$ cat src/hw/mmio_settings.svh
`ifndef MMIO_SETTINGS_SVH
`define MMIO_SETTINGS_SVH

// bus width in bits
`define BUS_W 32

// memory map
`define UART_TX_ADDR 32'h1000_0000
`define UART_RX_BASE 32'h1000_0010
`define UART_RX_END  32'h1000_001F
`define CLINT_BASE   32'h0200_0000
`define CLINT_END    32'h0200_000F

// serial timing kept small for simulation
`define UART_CLKS_PER_BIT 8

// receive fifo
`define UART_RX_DEPTH 4
`define UART_RX_CNT_W 3

`endif

$ cat src/hw/mmio_pkg.sv
`include "mmio_settings.svh"

package mmio_pkg;

    // ####################
    // bus vectors
    // ####################
    typedef logic [`BUS_W-1:0]   addr_t;     // byte address
    typedef logic [`BUS_W-1:0]   data_t;
    typedef logic [`BUS_W/8-1:0] wmask_t;    // one enable per byte
    typedef logic [7:0]          uart_byte_t;
    typedef logic [63:0]         mtime_t;

    // ####################
    // state machines
    // ####################
    typedef enum logic [1:0] {
        cntr_idle,
        cntr_wait_ready,  // request latched until the target is ready
        cntr_wait_valid   // request issued and response outstanding
    } cntr_state_t;

    typedef enum logic [1:0] {
        uart_idle,
        uart_start,
        uart_data,
        uart_stop
    } uart_state_t;

endpackage

$ cat src/hw/uart_tx.sv
`include "mmio_settings.svh"

module uart_tx import mmio_pkg::*; (
    input  logic  clk,
    input  logic  reset,
    input  logic  req_valid,
    input  logic  req_wen,
    input  data_t req_wdata,
    output logic  req_ready,
    output logic  resp_valid,
    output data_t resp_rdata,
    output logic  txd
);

    localparam int div_w = $clog2(`UART_CLKS_PER_BIT);

    uart_state_t      state;
    logic [div_w-1:0] div_cnt;
    logic [2:0]       bit_idx;
    uart_byte_t       shift;
    logic             busy;
    logic             bit_end;

    assign busy      = state != uart_idle;
    assign bit_end   = div_cnt == div_w'(`UART_CLKS_PER_BIT - 1);
    assign req_ready = !busy || !req_wen;  // status reads never stall

    always_ff @(posedge clk) begin
        resp_rdata <= data_t'(busy);
        if (req_valid && req_wen && !busy) shift <= req_wdata[7:0];
        else if (state == uart_data && bit_end) shift <= shift >> 1;
    end

    always_ff @(posedge clk) begin
        if (reset) begin
            state      <= uart_idle;
            div_cnt    <= '0;
            bit_idx    <= '0;
            txd        <= 1'b1;
            resp_valid <= 1'b0;
        end else begin
            resp_valid <= req_valid && req_ready;
            div_cnt    <= (state == uart_idle || bit_end) ? '0 : div_cnt + 1'b1;
            case (state)
                uart_idle: begin
                    txd <= 1'b1;
                    if (req_valid && req_wen) state <= uart_start;
                end
                uart_start: begin
                    txd <= 1'b0;
                    bit_idx <= '0;
                    if (bit_end) state <= uart_data;
                end
                uart_data: begin
                    txd <= shift[0];  // lsb first
                    if (bit_end) begin
                        bit_idx <= bit_idx + 1'b1;
                        if (bit_idx == 3'd7) state <= uart_stop;
                    end
                end
                default: begin
                    txd <= 1'b1;
                    if (bit_end) state <= uart_idle;
                end
            endcase
        end
    end

endmodule

$ cat src/hw/uart_rx.sv
`include "mmio_settings.svh"

module uart_rx import mmio_pkg::*; (
    input  logic       clk,
    input  logic       reset,
    input  logic       rxd,
    input  logic       req_valid,
    input  logic [3:0] req_addr,
    input  logic       req_wen,
    output logic       req_ready,
    output logic       resp_valid,
    output data_t      resp_rdata,
    output logic       uart_rx_pending
);

    localparam int div_w = $clog2(`UART_CLKS_PER_BIT);
    localparam int ptr_w = $clog2(`UART_RX_DEPTH);

    logic                     rxd_meta, rxd_sync;
    uart_state_t              state;
    logic [div_w-1:0]         div_cnt;
    logic [2:0]               bit_idx;
    uart_byte_t               shift;
    uart_byte_t               fifo [`UART_RX_DEPTH];
    logic [ptr_w-1:0]         wr_ptr, rd_ptr;
    logic [`UART_RX_CNT_W-1:0] count;
    logic                     half_end, bit_end, push, pop, full;

    assign half_end = div_cnt == div_w'(`UART_CLKS_PER_BIT / 2 - 1);
    assign bit_end  = div_cnt == div_w'(`UART_CLKS_PER_BIT - 1);
    assign full     = count == `UART_RX_CNT_W'(`UART_RX_DEPTH);
    assign push     = state == uart_stop && bit_end && rxd_sync && !full;  // full drops the byte
    assign pop      = req_valid && !req_wen && req_addr == 4'h0 && count != '0;

    assign req_ready       = 1'b1;
    assign uart_rx_pending = count != '0;

    always_ff @(posedge clk) begin
        if (push) fifo[wr_ptr] <= shift;
        if (state == uart_data && bit_end) shift <= {rxd_sync, shift[7:1]};
        case (req_addr)
            4'h0:    resp_rdata <= (count != '0) ? data_t'(fifo[rd_ptr]) : '0;
            4'h4:    resp_rdata <= data_t'(count);
            default: resp_rdata <= '0;
        endcase
    end

    always_ff @(posedge clk) begin
        if (reset) begin
            {rxd_meta, rxd_sync} <= 2'b11;
            state      <= uart_idle;
            div_cnt    <= '0;
            bit_idx    <= '0;
            wr_ptr     <= '0;
            rd_ptr     <= '0;
            count      <= '0;
            resp_valid <= 1'b0;
        end else begin
            {rxd_meta, rxd_sync} <= {rxd, rxd_meta};
            resp_valid <= req_valid;
            div_cnt    <= (state == uart_idle || bit_end) ? '0 : div_cnt + 1'b1;
            case (state)
                uart_idle:  if (!rxd_sync) state <= uart_start;
                uart_start: if (half_end) begin
                    div_cnt <= '0;  // realign to mid-bit
                    bit_idx <= '0;
                    state   <= rxd_sync ? uart_idle : uart_data;  // a glitch is not a start bit
                end
                uart_data: if (bit_end) begin
                    bit_idx <= bit_idx + 1'b1;
                    if (bit_idx == 3'd7) state <= uart_stop;
                end
                default: if (bit_end) state <= uart_idle;
            endcase
            if (push) wr_ptr <= wr_ptr + 1'b1;
            if (pop) rd_ptr <= rd_ptr + 1'b1;
            count <= count + `UART_RX_CNT_W'(push) - `UART_RX_CNT_W'(pop);
        end
    end

endmodule

$ cat src/hw/clint.sv
`include "mmio_settings.svh"

module clint import mmio_pkg::*; (
    input  logic       clk,
    input  logic       reset,
    input  logic       req_valid,
    input  logic [3:0] req_addr,
    input  logic       req_wen,
    input  data_t      req_wdata,
    input  mtime_t     mtime,
    output logic       req_ready,
    output logic       resp_valid,
    output data_t      resp_rdata,
    output mtime_t     mtimecmp,
    output logic       timer_irq
);

    logic wr_lo, wr_hi;

    assign req_ready = 1'b1;
    assign wr_lo     = req_valid && req_wen && req_addr == 4'h0;
    assign wr_hi     = req_valid && req_wen && req_addr == 4'h4;

    // mtime halves are read only
    always_ff @(posedge clk) begin
        case (req_addr)
            4'h0:    resp_rdata <= mtimecmp[31:0];
            4'h4:    resp_rdata <= mtimecmp[63:32];
            4'h8:    resp_rdata <= mtime[31:0];
            4'hc:    resp_rdata <= mtime[63:32];
            default: resp_rdata <= '0;
        endcase
    end

    always_ff @(posedge clk) begin
        if (reset) begin
            mtimecmp   <= '1;  // no interrupt until software sets it
            resp_valid <= 1'b0;
            timer_irq  <= 1'b0;
        end else begin
            resp_valid <= req_valid;
            timer_irq  <= mtime >= mtimecmp;
            if (wr_lo) mtimecmp[31:0] <= req_wdata;
            if (wr_hi) mtimecmp[63:32] <= req_wdata;
        end
    end

endmodule

$ cat src/hw/mmio_cntr.sv
`include "mmio_settings.svh"

module mmio_cntr import mmio_pkg::*; (
    input  logic   clk,
    input  logic   reset,

    input  logic   dreq_valid,
    output logic   dreq_ready,
    input  addr_t  dreq_addr,
    input  logic   dreq_wen,
    input  data_t  dreq_wdata,
    input  wmask_t dreq_wmask,
    output logic   dresp_valid,
    output data_t  dresp_rdata,
    output logic   dresp_error,

    output logic   mem_req_valid,
    input  logic   mem_req_ready,
    output addr_t  mem_req_addr,
    output logic   mem_req_wen,
    output data_t  mem_req_wdata,
    output wmask_t mem_req_wmask,
    input  logic   mem_resp_valid,
    input  data_t  mem_resp_rdata,
    input  logic   mem_resp_error,

    input  logic   rxd,
    output logic   txd,
    input  mtime_t mtime,
    output mtime_t mtimecmp,
    output logic   timer_irq,
    output logic   uart_rx_pending
);

    function automatic logic in_range(input addr_t a, input addr_t lo, input addr_t hi);
        return a >= lo && a <= hi;
    endfunction

    cntr_state_t state;
    addr_t       s_addr;
    logic        s_wen;
    data_t       s_wdata;
    wmask_t      s_wmask;

    logic  tx_ready, tx_rvalid, rx_ready, rx_rvalid, clint_ready, clint_rvalid;
    data_t tx_rdata, rx_rdata, clint_rdata;

    // ####################
    // address decode
    // ####################
    logic is_uart_tx, is_uart_rx, is_clint, is_memory;
    logic s_is_uart_tx, s_is_uart_rx, s_is_clint, s_is_memory;
    logic c_is_uart_tx, c_is_uart_rx, c_is_clint, c_is_memory;

    assign is_uart_tx = dreq_addr == `UART_TX_ADDR;  // live request
    assign is_uart_rx = in_range(dreq_addr, `UART_RX_BASE, `UART_RX_END);
    assign is_clint   = in_range(dreq_addr, `CLINT_BASE, `CLINT_END);
    assign is_memory  = !is_uart_tx && !is_uart_rx && !is_clint;

    assign s_is_uart_tx = s_addr == `UART_TX_ADDR;  // latched request
    assign s_is_uart_rx = in_range(s_addr, `UART_RX_BASE, `UART_RX_END);
    assign s_is_clint   = in_range(s_addr, `CLINT_BASE, `CLINT_END);
    assign s_is_memory  = !s_is_uart_tx && !s_is_uart_rx && !s_is_clint;

    // target of the request on the bus this cycle
    assign c_is_uart_tx = (state == cntr_wait_ready) ? s_is_uart_tx : is_uart_tx;
    assign c_is_uart_rx = (state == cntr_wait_ready) ? s_is_uart_rx : is_uart_rx;
    assign c_is_clint   = (state == cntr_wait_ready) ? s_is_clint   : is_clint;
    assign c_is_memory  = (state == cntr_wait_ready) ? s_is_memory  : is_memory;

    // ####################
    // handshake
    // ####################
    logic   resp_done, cmd_start, cmd_ready;
    addr_t  req_addr;
    logic   req_wen;
    data_t  req_wdata;

    assign resp_done = state == cntr_wait_valid && (
                           (s_is_memory  && mem_resp_valid) ||
                           (s_is_uart_tx && tx_rvalid) ||
                           (s_is_uart_rx && rx_rvalid) ||
                           (s_is_clint   && clint_rvalid));

    assign dreq_ready = state == cntr_idle || resp_done;
    assign cmd_start  = state == cntr_wait_ready || (dreq_ready && dreq_valid);
    assign cmd_ready  = c_is_uart_tx ? tx_ready :
                        c_is_uart_rx ? rx_ready :
                        c_is_clint   ? clint_ready : mem_req_ready;

    assign req_addr  = (state == cntr_wait_ready) ? s_addr  : dreq_addr;
    assign req_wen   = (state == cntr_wait_ready) ? s_wen   : dreq_wen;
    assign req_wdata = (state == cntr_wait_ready) ? s_wdata : dreq_wdata;

    assign mem_req_valid = c_is_memory && cmd_start;
    assign mem_req_addr  = req_addr;
    assign mem_req_wen   = req_wen;
    assign mem_req_wdata = req_wdata;
    assign mem_req_wmask = (state == cntr_wait_ready) ? s_wmask : dreq_wmask;

    assign dresp_valid = resp_done;
    assign dresp_rdata = s_is_memory  ? mem_resp_rdata :
                         s_is_uart_tx ? tx_rdata :
                         s_is_uart_rx ? rx_rdata : clint_rdata;
    assign dresp_error = s_is_memory && mem_resp_error;  // peripherals never fault

    always_ff @(posedge clk) begin
        if (dreq_valid && dreq_ready) begin
            s_addr  <= dreq_addr;
            s_wen   <= dreq_wen;
            s_wdata <= dreq_wdata;
            s_wmask <= dreq_wmask;
        end
    end

    always_ff @(posedge clk) begin
        if (reset) begin
            state <= cntr_idle;
        end else begin
            case (state)
                cntr_idle: if (dreq_valid) state <= cmd_ready ? cntr_wait_valid : cntr_wait_ready;
                cntr_wait_ready: if (cmd_ready) state <= cntr_wait_valid;
                cntr_wait_valid: if (resp_done) begin
                    if (dreq_valid) state <= cmd_ready ? cntr_wait_valid : cntr_wait_ready;
                    else state <= cntr_idle;
                end
                default: state <= cntr_idle;
            endcase
        end
    end

    // ####################
    // peripherals
    // ####################
    uart_tx u_uart_tx (
        .clk        (clk),
        .reset      (reset),
        .req_valid  (c_is_uart_tx && cmd_start),
        .req_wen    (req_wen),
        .req_wdata  (req_wdata),
        .req_ready  (tx_ready),
        .resp_valid (tx_rvalid),
        .resp_rdata (tx_rdata),
        .txd        (txd)
    );

    uart_rx u_uart_rx (
        .clk             (clk),
        .reset           (reset),
        .rxd             (rxd),
        .req_valid       (c_is_uart_rx && cmd_start),
        .req_addr        (req_addr[3:0]),
        .req_wen         (req_wen),
        .req_ready       (rx_ready),
        .resp_valid      (rx_rvalid),
        .resp_rdata      (rx_rdata),
        .uart_rx_pending (uart_rx_pending)
    );

    clint u_clint (
        .clk        (clk),
        .reset      (reset),
        .req_valid  (c_is_clint && cmd_start),
        .req_addr   (req_addr[3:0]),
        .req_wen    (req_wen),
        .req_wdata  (req_wdata),
        .mtime      (mtime),
        .req_ready  (clint_ready),
        .resp_valid (clint_rvalid),
        .resp_rdata (clint_rdata),
        .mtimecmp   (mtimecmp),
        .timer_irq  (timer_irq)
    );

endmodule

$ cat src/hw/mmio_system.sv
module mmio_system import mmio_pkg::*; (
    input  logic   clk,
    input  logic   reset,

    // core data port
    input  logic   dreq_valid,
    output logic   dreq_ready,
    input  addr_t  dreq_addr,
    input  logic   dreq_wen,
    input  data_t  dreq_wdata,
    input  wmask_t dreq_wmask,
    output logic   dresp_valid,
    output data_t  dresp_rdata,
    output logic   dresp_error,

    // external memory
    output logic   mem_req_valid,
    input  logic   mem_req_ready,
    output addr_t  mem_req_addr,
    output logic   mem_req_wen,
    output data_t  mem_req_wdata,
    output wmask_t mem_req_wmask,
    input  logic   mem_resp_valid,
    input  data_t  mem_resp_rdata,
    input  logic   mem_resp_error,

    // serial and timer
    input  logic   rxd,
    output logic   txd,
    input  mtime_t mtime,
    output mtime_t mtimecmp,
    output logic   timer_irq,
    output logic   uart_rx_pending
);

    mmio_cntr u_mmio_cntr (
        .clk             (clk),
        .reset           (reset),
        .dreq_valid      (dreq_valid),
        .dreq_ready      (dreq_ready),
        .dreq_addr       (dreq_addr),
        .dreq_wen        (dreq_wen),
        .dreq_wdata      (dreq_wdata),
        .dreq_wmask      (dreq_wmask),
        .dresp_valid     (dresp_valid),
        .dresp_rdata     (dresp_rdata),
        .dresp_error     (dresp_error),
        .mem_req_valid   (mem_req_valid),
        .mem_req_ready   (mem_req_ready),
        .mem_req_addr    (mem_req_addr),
        .mem_req_wen     (mem_req_wen),
        .mem_req_wdata   (mem_req_wdata),
        .mem_req_wmask   (mem_req_wmask),
        .mem_resp_valid  (mem_resp_valid),
        .mem_resp_rdata  (mem_resp_rdata),
        .mem_resp_error  (mem_resp_error),
        .rxd             (rxd),
        .txd             (txd),
        .mtime           (mtime),
        .mtimecmp        (mtimecmp),
        .timer_irq       (timer_irq),
        .uart_rx_pending (uart_rx_pending)
    );

endmodule

$ cat config.mk
export PLATFORM = sky130hd
export DESIGN_NAME = mmio_system
export DESIGN_NICKNAME = d
export VERILOG_FILES = /design/src/hw/mmio_pkg.sv /design/src/hw/uart_tx.sv /design/src/hw/uart_rx.sv /design/src/hw/clint.sv /design/src/hw/mmio_cntr.sv /design/src/hw/mmio_system.sv
export VERILOG_INCLUDE_DIRS = /design/src /design/src/hw
export SDC_FILE = /design/constraint.sdc
export NUM_CORES = 1
export LEC_CHECK = 0
export BUFFER_PORTS_ARGS = -buffer_cell sky130_fd_sc_hd__clkbuf_2
export CORE_MARGIN = 2
export CORE_UTILIZATION = 50
export CTS_BUF_LIST = sky130_fd_sc_hd__clkbuf_4 sky130_fd_sc_hd__clkbuf_8
export DETAILED_ROUTE_END_ITERATION = 12
export HOLD_SLACK_MARGIN = 0.02
export PLACE_DENSITY = 0.76
export REMOVE_ABC_BUFFERS = 1
export SYNTH_ARGS = -nofsm -noshare
export SYNTH_HDL_FRONTEND = slang
export SYNTH_SLANG_ARGS = --single-unit
$ cat constraint.sdc
create_clock -name clk -period 5.3 [get_ports clk]
set_input_delay 0.53 -clock clk [delete_from_list [all_inputs] [get_ports clk]]
set_output_delay 0.53 -clock clk [all_outputs]
set_load 0.005 [all_outputs]
---- Word-level counts from Yosys, hierarchy flattened ----
Memories as Yosys holds them, arrays and structs flattened. A register that Yosys moved wholly into a read port is not among the register bits.
Index checks and enable logic that the tools add are counted.
word-level totals
  RAM bits ................................ 32
  bits of input ports ..................... 172
  logic and storage cells ................. 193
  output and inout port bits .............. 172
  memories kept ........................... 1
  flip-flop bits (word level) ............. 246
memory list
  memory                      depth  width  rd ports  clocked after Yosys merged registers in  wr ports  RTL line       source
  u_mmio_cntr.u_uart_rx.fifo  4      8      1         1                                        1         uart_rx.sv:24  uart_byte_t fifo [`UART_RX_DEPTH];
cells by class
  muxes and demuxes ....................... 51
  magnitude comparators ................... 9
  reductions and logical operators ........ 67
  add/sub/neg operators ................... 8
  equal/unequal tests ..................... 29
operators by type and width
  kind                                                              count
  2-to-1 mux 32 bit                                                 5
  one-hot mux 32 bit (4 select lines)                               1
  == test 32 x 29 -> 1 bit, second input constant                   2
  >= comparator 32 x 26 -> 1 bit, second input constant             2
  >= comparator 32 x 29 -> 1 bit, second input constant             2
  >= comparator 64 bit                                              1
  less-or-equal comparator 32 x 26 -> 1 bit, second input constant  2
  less-or-equal comparator 32 x 29 -> 1 bit, second input constant  2
  2-to-1 mux 2 bit                                                  18
  logical AND 1 bit                                                 33
  2-to-1 mux 8 bit                                                  3
  2-to-1 mux 3 bit                                                  6
  one-hot mux 2 bit (3 select lines)                                3
  one-hot mux 8 bit (2 select lines)                                1
  == test 3 bit, second input constant                              5
  adder 3 x 1 -> 3 bit, second input constant                       4
  inequality test 2 bit, second input constant                      6
  one-hot mux 3 bit (2 select lines)                                2
  2-to-1 mux 1 bit                                                  10
  inequality test 2 x 1 -> 1 bit, second input constant             5
  AND reduction 5 bit                                               2
  nonzero test 2 bit                                                5
  zero test 1 bit                                                   9
  == test 2 bit, second input constant                              4
  other kinds (16)                                                  31

---- Longest topological paths before layout ----
  depth in word-level cells ............... 19
  mapped depth ............................ 16
  gate-level depth less buffers ........... 14

---- Modules after synthesis ----
From an unflattened synthesis, not the netlist that was laid out.
unflattened totals
  cells, all modules ...................... 1392
  area, all modules ....................... 13755.7 sq um
modules (own cells, without submodules)
  module     seq. area each (sq um)  area an instance (sq um)  times used  cells each
  clint      1961.9                  5237.5                    1           558
  mmio_cntr  2112.0                  4505.6                    1           517
  uart_rx    1761.7                  2901.5                    1           212
  uart_tx    460.4                   1111.1                    1           105

---- Worst setup path before layout ----
OpenSTA, ideal clock, no wires.
  path type ............................... register to output
  from .................................... register u_mmio_cntr.s_addr[30]
  to ...................................... output mem_req_valid
  buffers on the path ..................... 0
  path slack .............................. 1.298 ns
  arrival ................................. 3.472 ns
  required time ........................... 4.770 ns
  cell stages (with the launch flop) ...... 8
  cell sequence ........................... edfxtp_1 nor4_4 nand4_4 nor2_4 a22oi_1 a21oi_1 and2_1 a22o_1
on the way
  cells in the longest elaborated chain, start to end .. 14
  elaborated cells on any way between the ends .. 25
  classes of those cells .................. order compare (4); eq/ne (1); mux (1); reduce/logical (19)
RTL lines
  element                                                                                             RTL line           source
  start, declared                                                                                     mmio_cntr.sv:40    addr_t s_addr;
  start signal, assigned                                                                              mmio_cntr.sv:109   s_addr <= dreq_addr;
  >= comparator 32 x 29 -> 1 bit / less-or-equal comparator 32 x 29 -> 1 bit (equally long branches)  mmio_cntr.sv:36    return a >= lo && a <= hi;
  logical AND 1 bit                                                                                   mmio_cntr.sv:36
  zero test 1 bit                                                                                     mmio_cntr.sv:63    assign s_is_memory = !s_is_uart_tx && !s_is_uart_rx && !s_is_clint;
  logical AND 1 bit (2 in a row)                                                                      mmio_cntr.sv:63
  logical AND 1 bit                                                                                   mmio_cntr.sv:80    (s_is_memory && mem_resp_valid) ||
  logical OR 1 bit                                                                                    mmio_cntr.sv:80
  logical OR 1 bit                                                                                    mmio_cntr.sv:81    (s_is_uart_tx && tx_rvalid) ||
  logical OR 1 bit (*)                                                                                mmio_cntr.sv:82    (s_is_uart_rx && rx_rvalid) ||
  logical AND 1 bit (*)                                                                               mmio_cntr.sv:79    assign resp_done = state == cntr_wait_valid && (
  logical OR 1 bit (*)                                                                                mmio_cntr.sv:85    assign dreq_ready = state == cntr_idle || resp_done;
  net dreq_ready                                                                                      mmio_system.sv:7   output logic dreq_ready,
  logical AND 1 bit (*)                                                                               mmio_cntr.sv:86    assign cmd_start = state == cntr_wait_ready || (dreq_ready && dreq_valid);
  logical OR 1 bit (*)                                                                                mmio_cntr.sv:86
  logical AND 1 bit (*)                                                                               mmio_cntr.sv:95    assign mem_req_valid = c_is_memory && cmd_start;
  end, declared                                                                                       mmio_system.sv:17  output logic mem_req_valid,
The timed path passes the listed nets; every way through them passes the cells marked *.

---- Worst setup path in the final report ----
  from .................................... register u_mmio_cntr.state[0]
  to ...................................... register u_mmio_cntr.u_uart_rx.count[2]
on the way
  cells in the longest elaborated chain, start to end .. 10
  elaborated cells on any way between the ends .. 17
  classes of those cells .................. add/sub (1); eq/ne (2); mux (3); reduce/logical (11)
RTL lines
  element                             RTL line          source
  start, declared                     mmio_cntr.sv:39   cntr_state_t state;
  start signal, assigned              mmio_cntr.sv:118  state <= cntr_idle;
  start signal, assigned              mmio_cntr.sv:121  cntr_idle: if (dreq_valid) state <= cmd_ready ? cntr_wait_valid : cntr_wait_ready;
  start signal, assigned              mmio_cntr.sv:122  cntr_wait_ready: if (cmd_ready) state <= cntr_wait_valid;
  == test 2 bit                       mmio_cntr.sv:79
  logical AND 1 bit                   mmio_cntr.sv:79
  logical OR 1 bit                    mmio_cntr.sv:85
  logical AND 1 bit                   mmio_cntr.sv:86
  logical OR 1 bit                    mmio_cntr.sv:86
  logical AND 1 bit                   mmio_cntr.sv:151  .req_valid (c_is_uart_rx && cmd_start),
  logical AND 1 bit                   uart_rx.sv:33     assign pop = req_valid && !req_wen && req_addr == 4'h0 && count != '0;
  logical AND 1 bit (*) (2 in a row)  uart_rx.sv:33
  net u_mmio_cntr.u_uart_rx.pop       uart_rx.sv:27     logic half_end, bit_end, push, pop, full;
  subtractor 3 x 1 -> 3 bit (*)       uart_rx.sv:77     count <= count + `UART_RX_CNT_W'(push) - `UART_RX_CNT_W'(pop);
  end signal, assigned                uart_rx.sv:77
  end, declared                       uart_rx.sv:26     logic [`UART_RX_CNT_W-1:0] count;
Marked as above.
A chain may end at the register's enable or synchronous reset.

==> results.json <==
{
  "status": "finished, final reports clean",
  "p_int_mw": 3.57,
  "relSlewSlack_pct": 22.3,
  "grt_max_degree": 68,
  "vias": 10724,
  "die_h_um": 166,
  "seq_area_um2": 6300,
  "yosys-top-cells-count": "139 x dfxtp_1, 117 x edfxtp_1, 110 x mux2i_1",
  "die_area_um2": 27500,
  "setup_ws_ns": 1.62,
  "period_minus_slack_ns": 3.68,
  "hpwl_mm": 28.2,
  "crit_path_end": "u_mmio_cntr.u_uart_rx.count[2]",
  "reg2reg_slack_ns": 1.62,
  "crit_start": "u_mmio_cntr.state[0]",
  "ctsHoldBuffers": 0,
  "ant_nets": 0,
  "area_growth_pct": 23.2,
  "clk_pin_slew_worst_paths_ns": 0.07,
  "cts_made_buffers": 46,
  "period_share_pct": 69.4,
  "reg2reg_depth": 14,
  "synth_top_area_share_pct": 26.8,
  "grt_usage_pct": 26.6,
  "critPathRequiredTime_ns": 5.72,
  "syn_inst": 1208,
  "synth_top_family_by_area": "multiplexers",
  "setup.worst_path.class": "flop to flop",
  "power_mw": 4.71,
  "r2r-start": "u_mmio_cntr.state[0]",
  "synth_async_sr_flop_share_pct": 0,
  "clockPowerShare_pct": 43.9,
  "synth_seq_cells": 256,
  "fillCellCount": 2149,
  "leakage_nw": 7.38,
  "synth_top_flop_cell": "dfxtp_1",
  "synth_compound_area_share_pct": 8.57,
  "p_sw_mw": 1.14,
  "crit_path_start_kind": "flop",
  "post_cts_buffers": 0,
  "drc": 0,
  "grt_overflow_total": 0,
  "cts-resized-gates": 0,
  "fin_cells": 1930,
  "hold_class": "input pin to flop",
  "finalSetupViolCount": 0,
  "clk_latency_ns": 0.55,
  "crit_fanout": 15,
  "synth_cell_types": 66,
  "worst_pin_slew_ns": 1.17,
  "viasPerCell": 5.56,
  "grt_pass1_vias": 10481,
  "final_util_pct": 62.3,
  "io_buffers": 343,
  "dr.pass1.iters": 5,
  "boundaryPins": 344,
  "synth_edf_count": 117,
  "cap_violations": 0,
  "fmax_mhz": 272,
  "yosysMostFrequentCell": "dfxtp_1",
  "hp-start": "dreq_wdata[3]",
  "fp.dieW_um": 166,
  "cts_buffer_depth": 3,
  "final_nets": 1810,
  "synth_area_um2": 13100,
  "synthTopCellsByArea": "edfxtp_1 27%, dfxtp_1 21%, mux2i_1 8.4%",
  "pwr-share-comb_pct": 10.1,
  "row_count": 59,
  "routed_wl_mm": 38.1,
  "core_um2": 25900,
  "antenna_found_initial": 4,
  "place_inst": 1842,
  "clockRootBuffer": "clkbuf_8",
  "cts.sinks": 256,
  "yosys.area_share.adder_pct": 7.98,
  "ys_seq_area_share_pct": 48.1,
  "slew_viol_final": 0,
  "htreeDepth": 2,
  "first_iter_violations": 756,
  "drive_gt1_share_pct": 34.2,
  "power_frac_seq_pct": 46.0,
  "timing.hold.ws_ns": 0.166,
  "gp_congestion": 0.895,
  "wl_per_cell_um": 19.8,
  "fin_worst_skew_ns": 0.0292,
  "grt_first_pass_wirelength_mm": 58.7,
  "yosys.area_share.simple_pct": 14.4,
  "synth.area.mux_share_pct": 16.3,
  "postSynthAreaPerCell_um2": 10.8,
  "rsz0062_at_grt": "no",
  "r2r-end": "u_mmio_cntr.u_uart_rx.count[2]",
  "hold_viol": 0,
  "synth_top_area_cell": "edfxtp_1",
  "synth_xor_area_share_pct": 0.267,
  "critPathCaptureType": "flop",
  "cts_tree": "done",
  "yosys_warnings": 0,
  "ir_drop_mv": 0.248,
  "cp.arrival_ns": 4.10,
  "place_ws_ns": 1.51,
  "switching_share_pct": 24.2,
  "start_util_pct": 50.6,
  "powerDensity_nw_per_um2": 292,
  "multi_input_area_um2": 6260
}
[stage by stage]
| stage | area, um^2 | setup TNS [ns] |
|---|---|---|
| finish | 16100 | 0 |
| global route | 16100 | 0 |
| CTS | 16100 | 0 |
| detailed placement | 15100 | 0 |
| global placement | 15100 | 0 |
| floorplan | 12900 | -294.05 |
[per-layer routing]
layer	track usage (%)	part of all wire, %	up-vias
li1	-	-	5061
met5	0	0.034	-
met3	5.62	7.2	63
met4	7.67	2.3	2
met2	44.6	48	451
met1	35.0	42	5147
[final cells by class]
| type | count | area share [%] |
|---|---|---|
| Clock inverter | 21 | 1.45 |
| Inverter | 85 | 1.98 |
| Tap cell | 335 | 2.60 |
| Sequential cell | 256 | 39.0 |
| Antenna cell | 2 | 0.0310 |
| Timing Repair Buffer | 356 | 11.2 |
| Multi-Input combinational cell | 810 | 38.8 |
| Clock buffer | 65 | 4.96 |
[placed cells by master, fill, tap and decap left out, drive strengths merged, types with 32 or more instances in the layout]
cell / Yosys / routed
mux2i: 111 / 111
nand2: 81 / 81
clkbuf: 37 / 408
ha: 82 / 82
mux2: 72 / 72
dfxtp: 139 / 139
inv: 85 / 86
o22ai: 32 / 32
nor2: 89 / 89
edfxtp: 117 / 117
a21oi: 94 / 94
nand2b: 69 / 69
[power by group through the flow]
stage	Clock [mW]	Sequential (mW)	Combinational [mW]
3_5_place_dp	0	2.21	0.470
6_report	2.07	2.17	0.476
3_3_place_gp	0	2.20	0.461
4_1_cts	2.10	2.17	0.474
2_1_floorplan	0	2.20	0.258
5_1_grt	2.20	2.17	0.518
[flip-flops by register name, indices dropped and copies added (netlist names), 3 cells and up, named ones only]
register and cells:
u_mmio_cntr.u_uart_tx.div_cnt 3, u_mmio_cntr.s_addr 32, u_mmio_cntr.s_wmask 4, u_mmio_cntr.s_wdata 32, u_mmio_cntr.u_uart_tx.shift 8, u_mmio_cntr.u_clint.mtimecmp 64
u_mmio_cntr.u_uart_rx.fifo 32, u_mmio_cntr.u_uart_rx.count 3, u_mmio_cntr.u_uart_rx.resp_rdata 8, u_mmio_cntr.u_uart_rx.bit_idx 3, u_mmio_cntr.u_clint.resp_rdata 32, u_mmio_cntr.u_uart_rx.div_cnt 3
u_mmio_cntr.u_uart_tx.bit_idx 3, u_mmio_cntr.u_uart_rx.shift 8
[worst min-delay path by stage]
stage                                           endpoint  cells after the start
after floorplan           u_mmio_cntr.u_uart_rx.rxd_sync                      1
after global placement    u_mmio_cntr.u_uart_rx.rxd_sync                      1
after detailed placement  u_mmio_cntr.u_uart_rx.rxd_sync                      1
after CTS                        u_mmio_cntr.s_wdata[22]                      1
after global routing             u_mmio_cntr.s_wdata[21]                      1
final                             u_mmio_cntr.s_wdata[3]                      1
[cells by family (layout without fill, tap and decap cells)]
family                   Yosys count  in the layout
buffers and inverters            142            527
adder cells (fa/ha/maj)           83             83
multiplexers                     191            191
other                              0              2
AND/OR/NAND/NOR                  345            345
AO/OA/AOI/OAI                    187            187
flip-flops                       256            256
XOR/XNOR                           4              4
[worst max-delay path, stage by stage, from the launching register on]
cell	delay, ns
dfxtp_1	0.45
nor2b_4	0.46
mux2_2	0.43
nor2_1	0.35
nand3_1	0.12
or4_4	0.45
inv_2	0.08
ha_1	0.22
inv_1	0.06
ha_1	0.13
inv_1	0.05
fa_1	0.36
xor2_1	0.18
xnor2_1	0.15
nor2_1	0.06
Note: power is estimated with default switching activity, not from simulation.
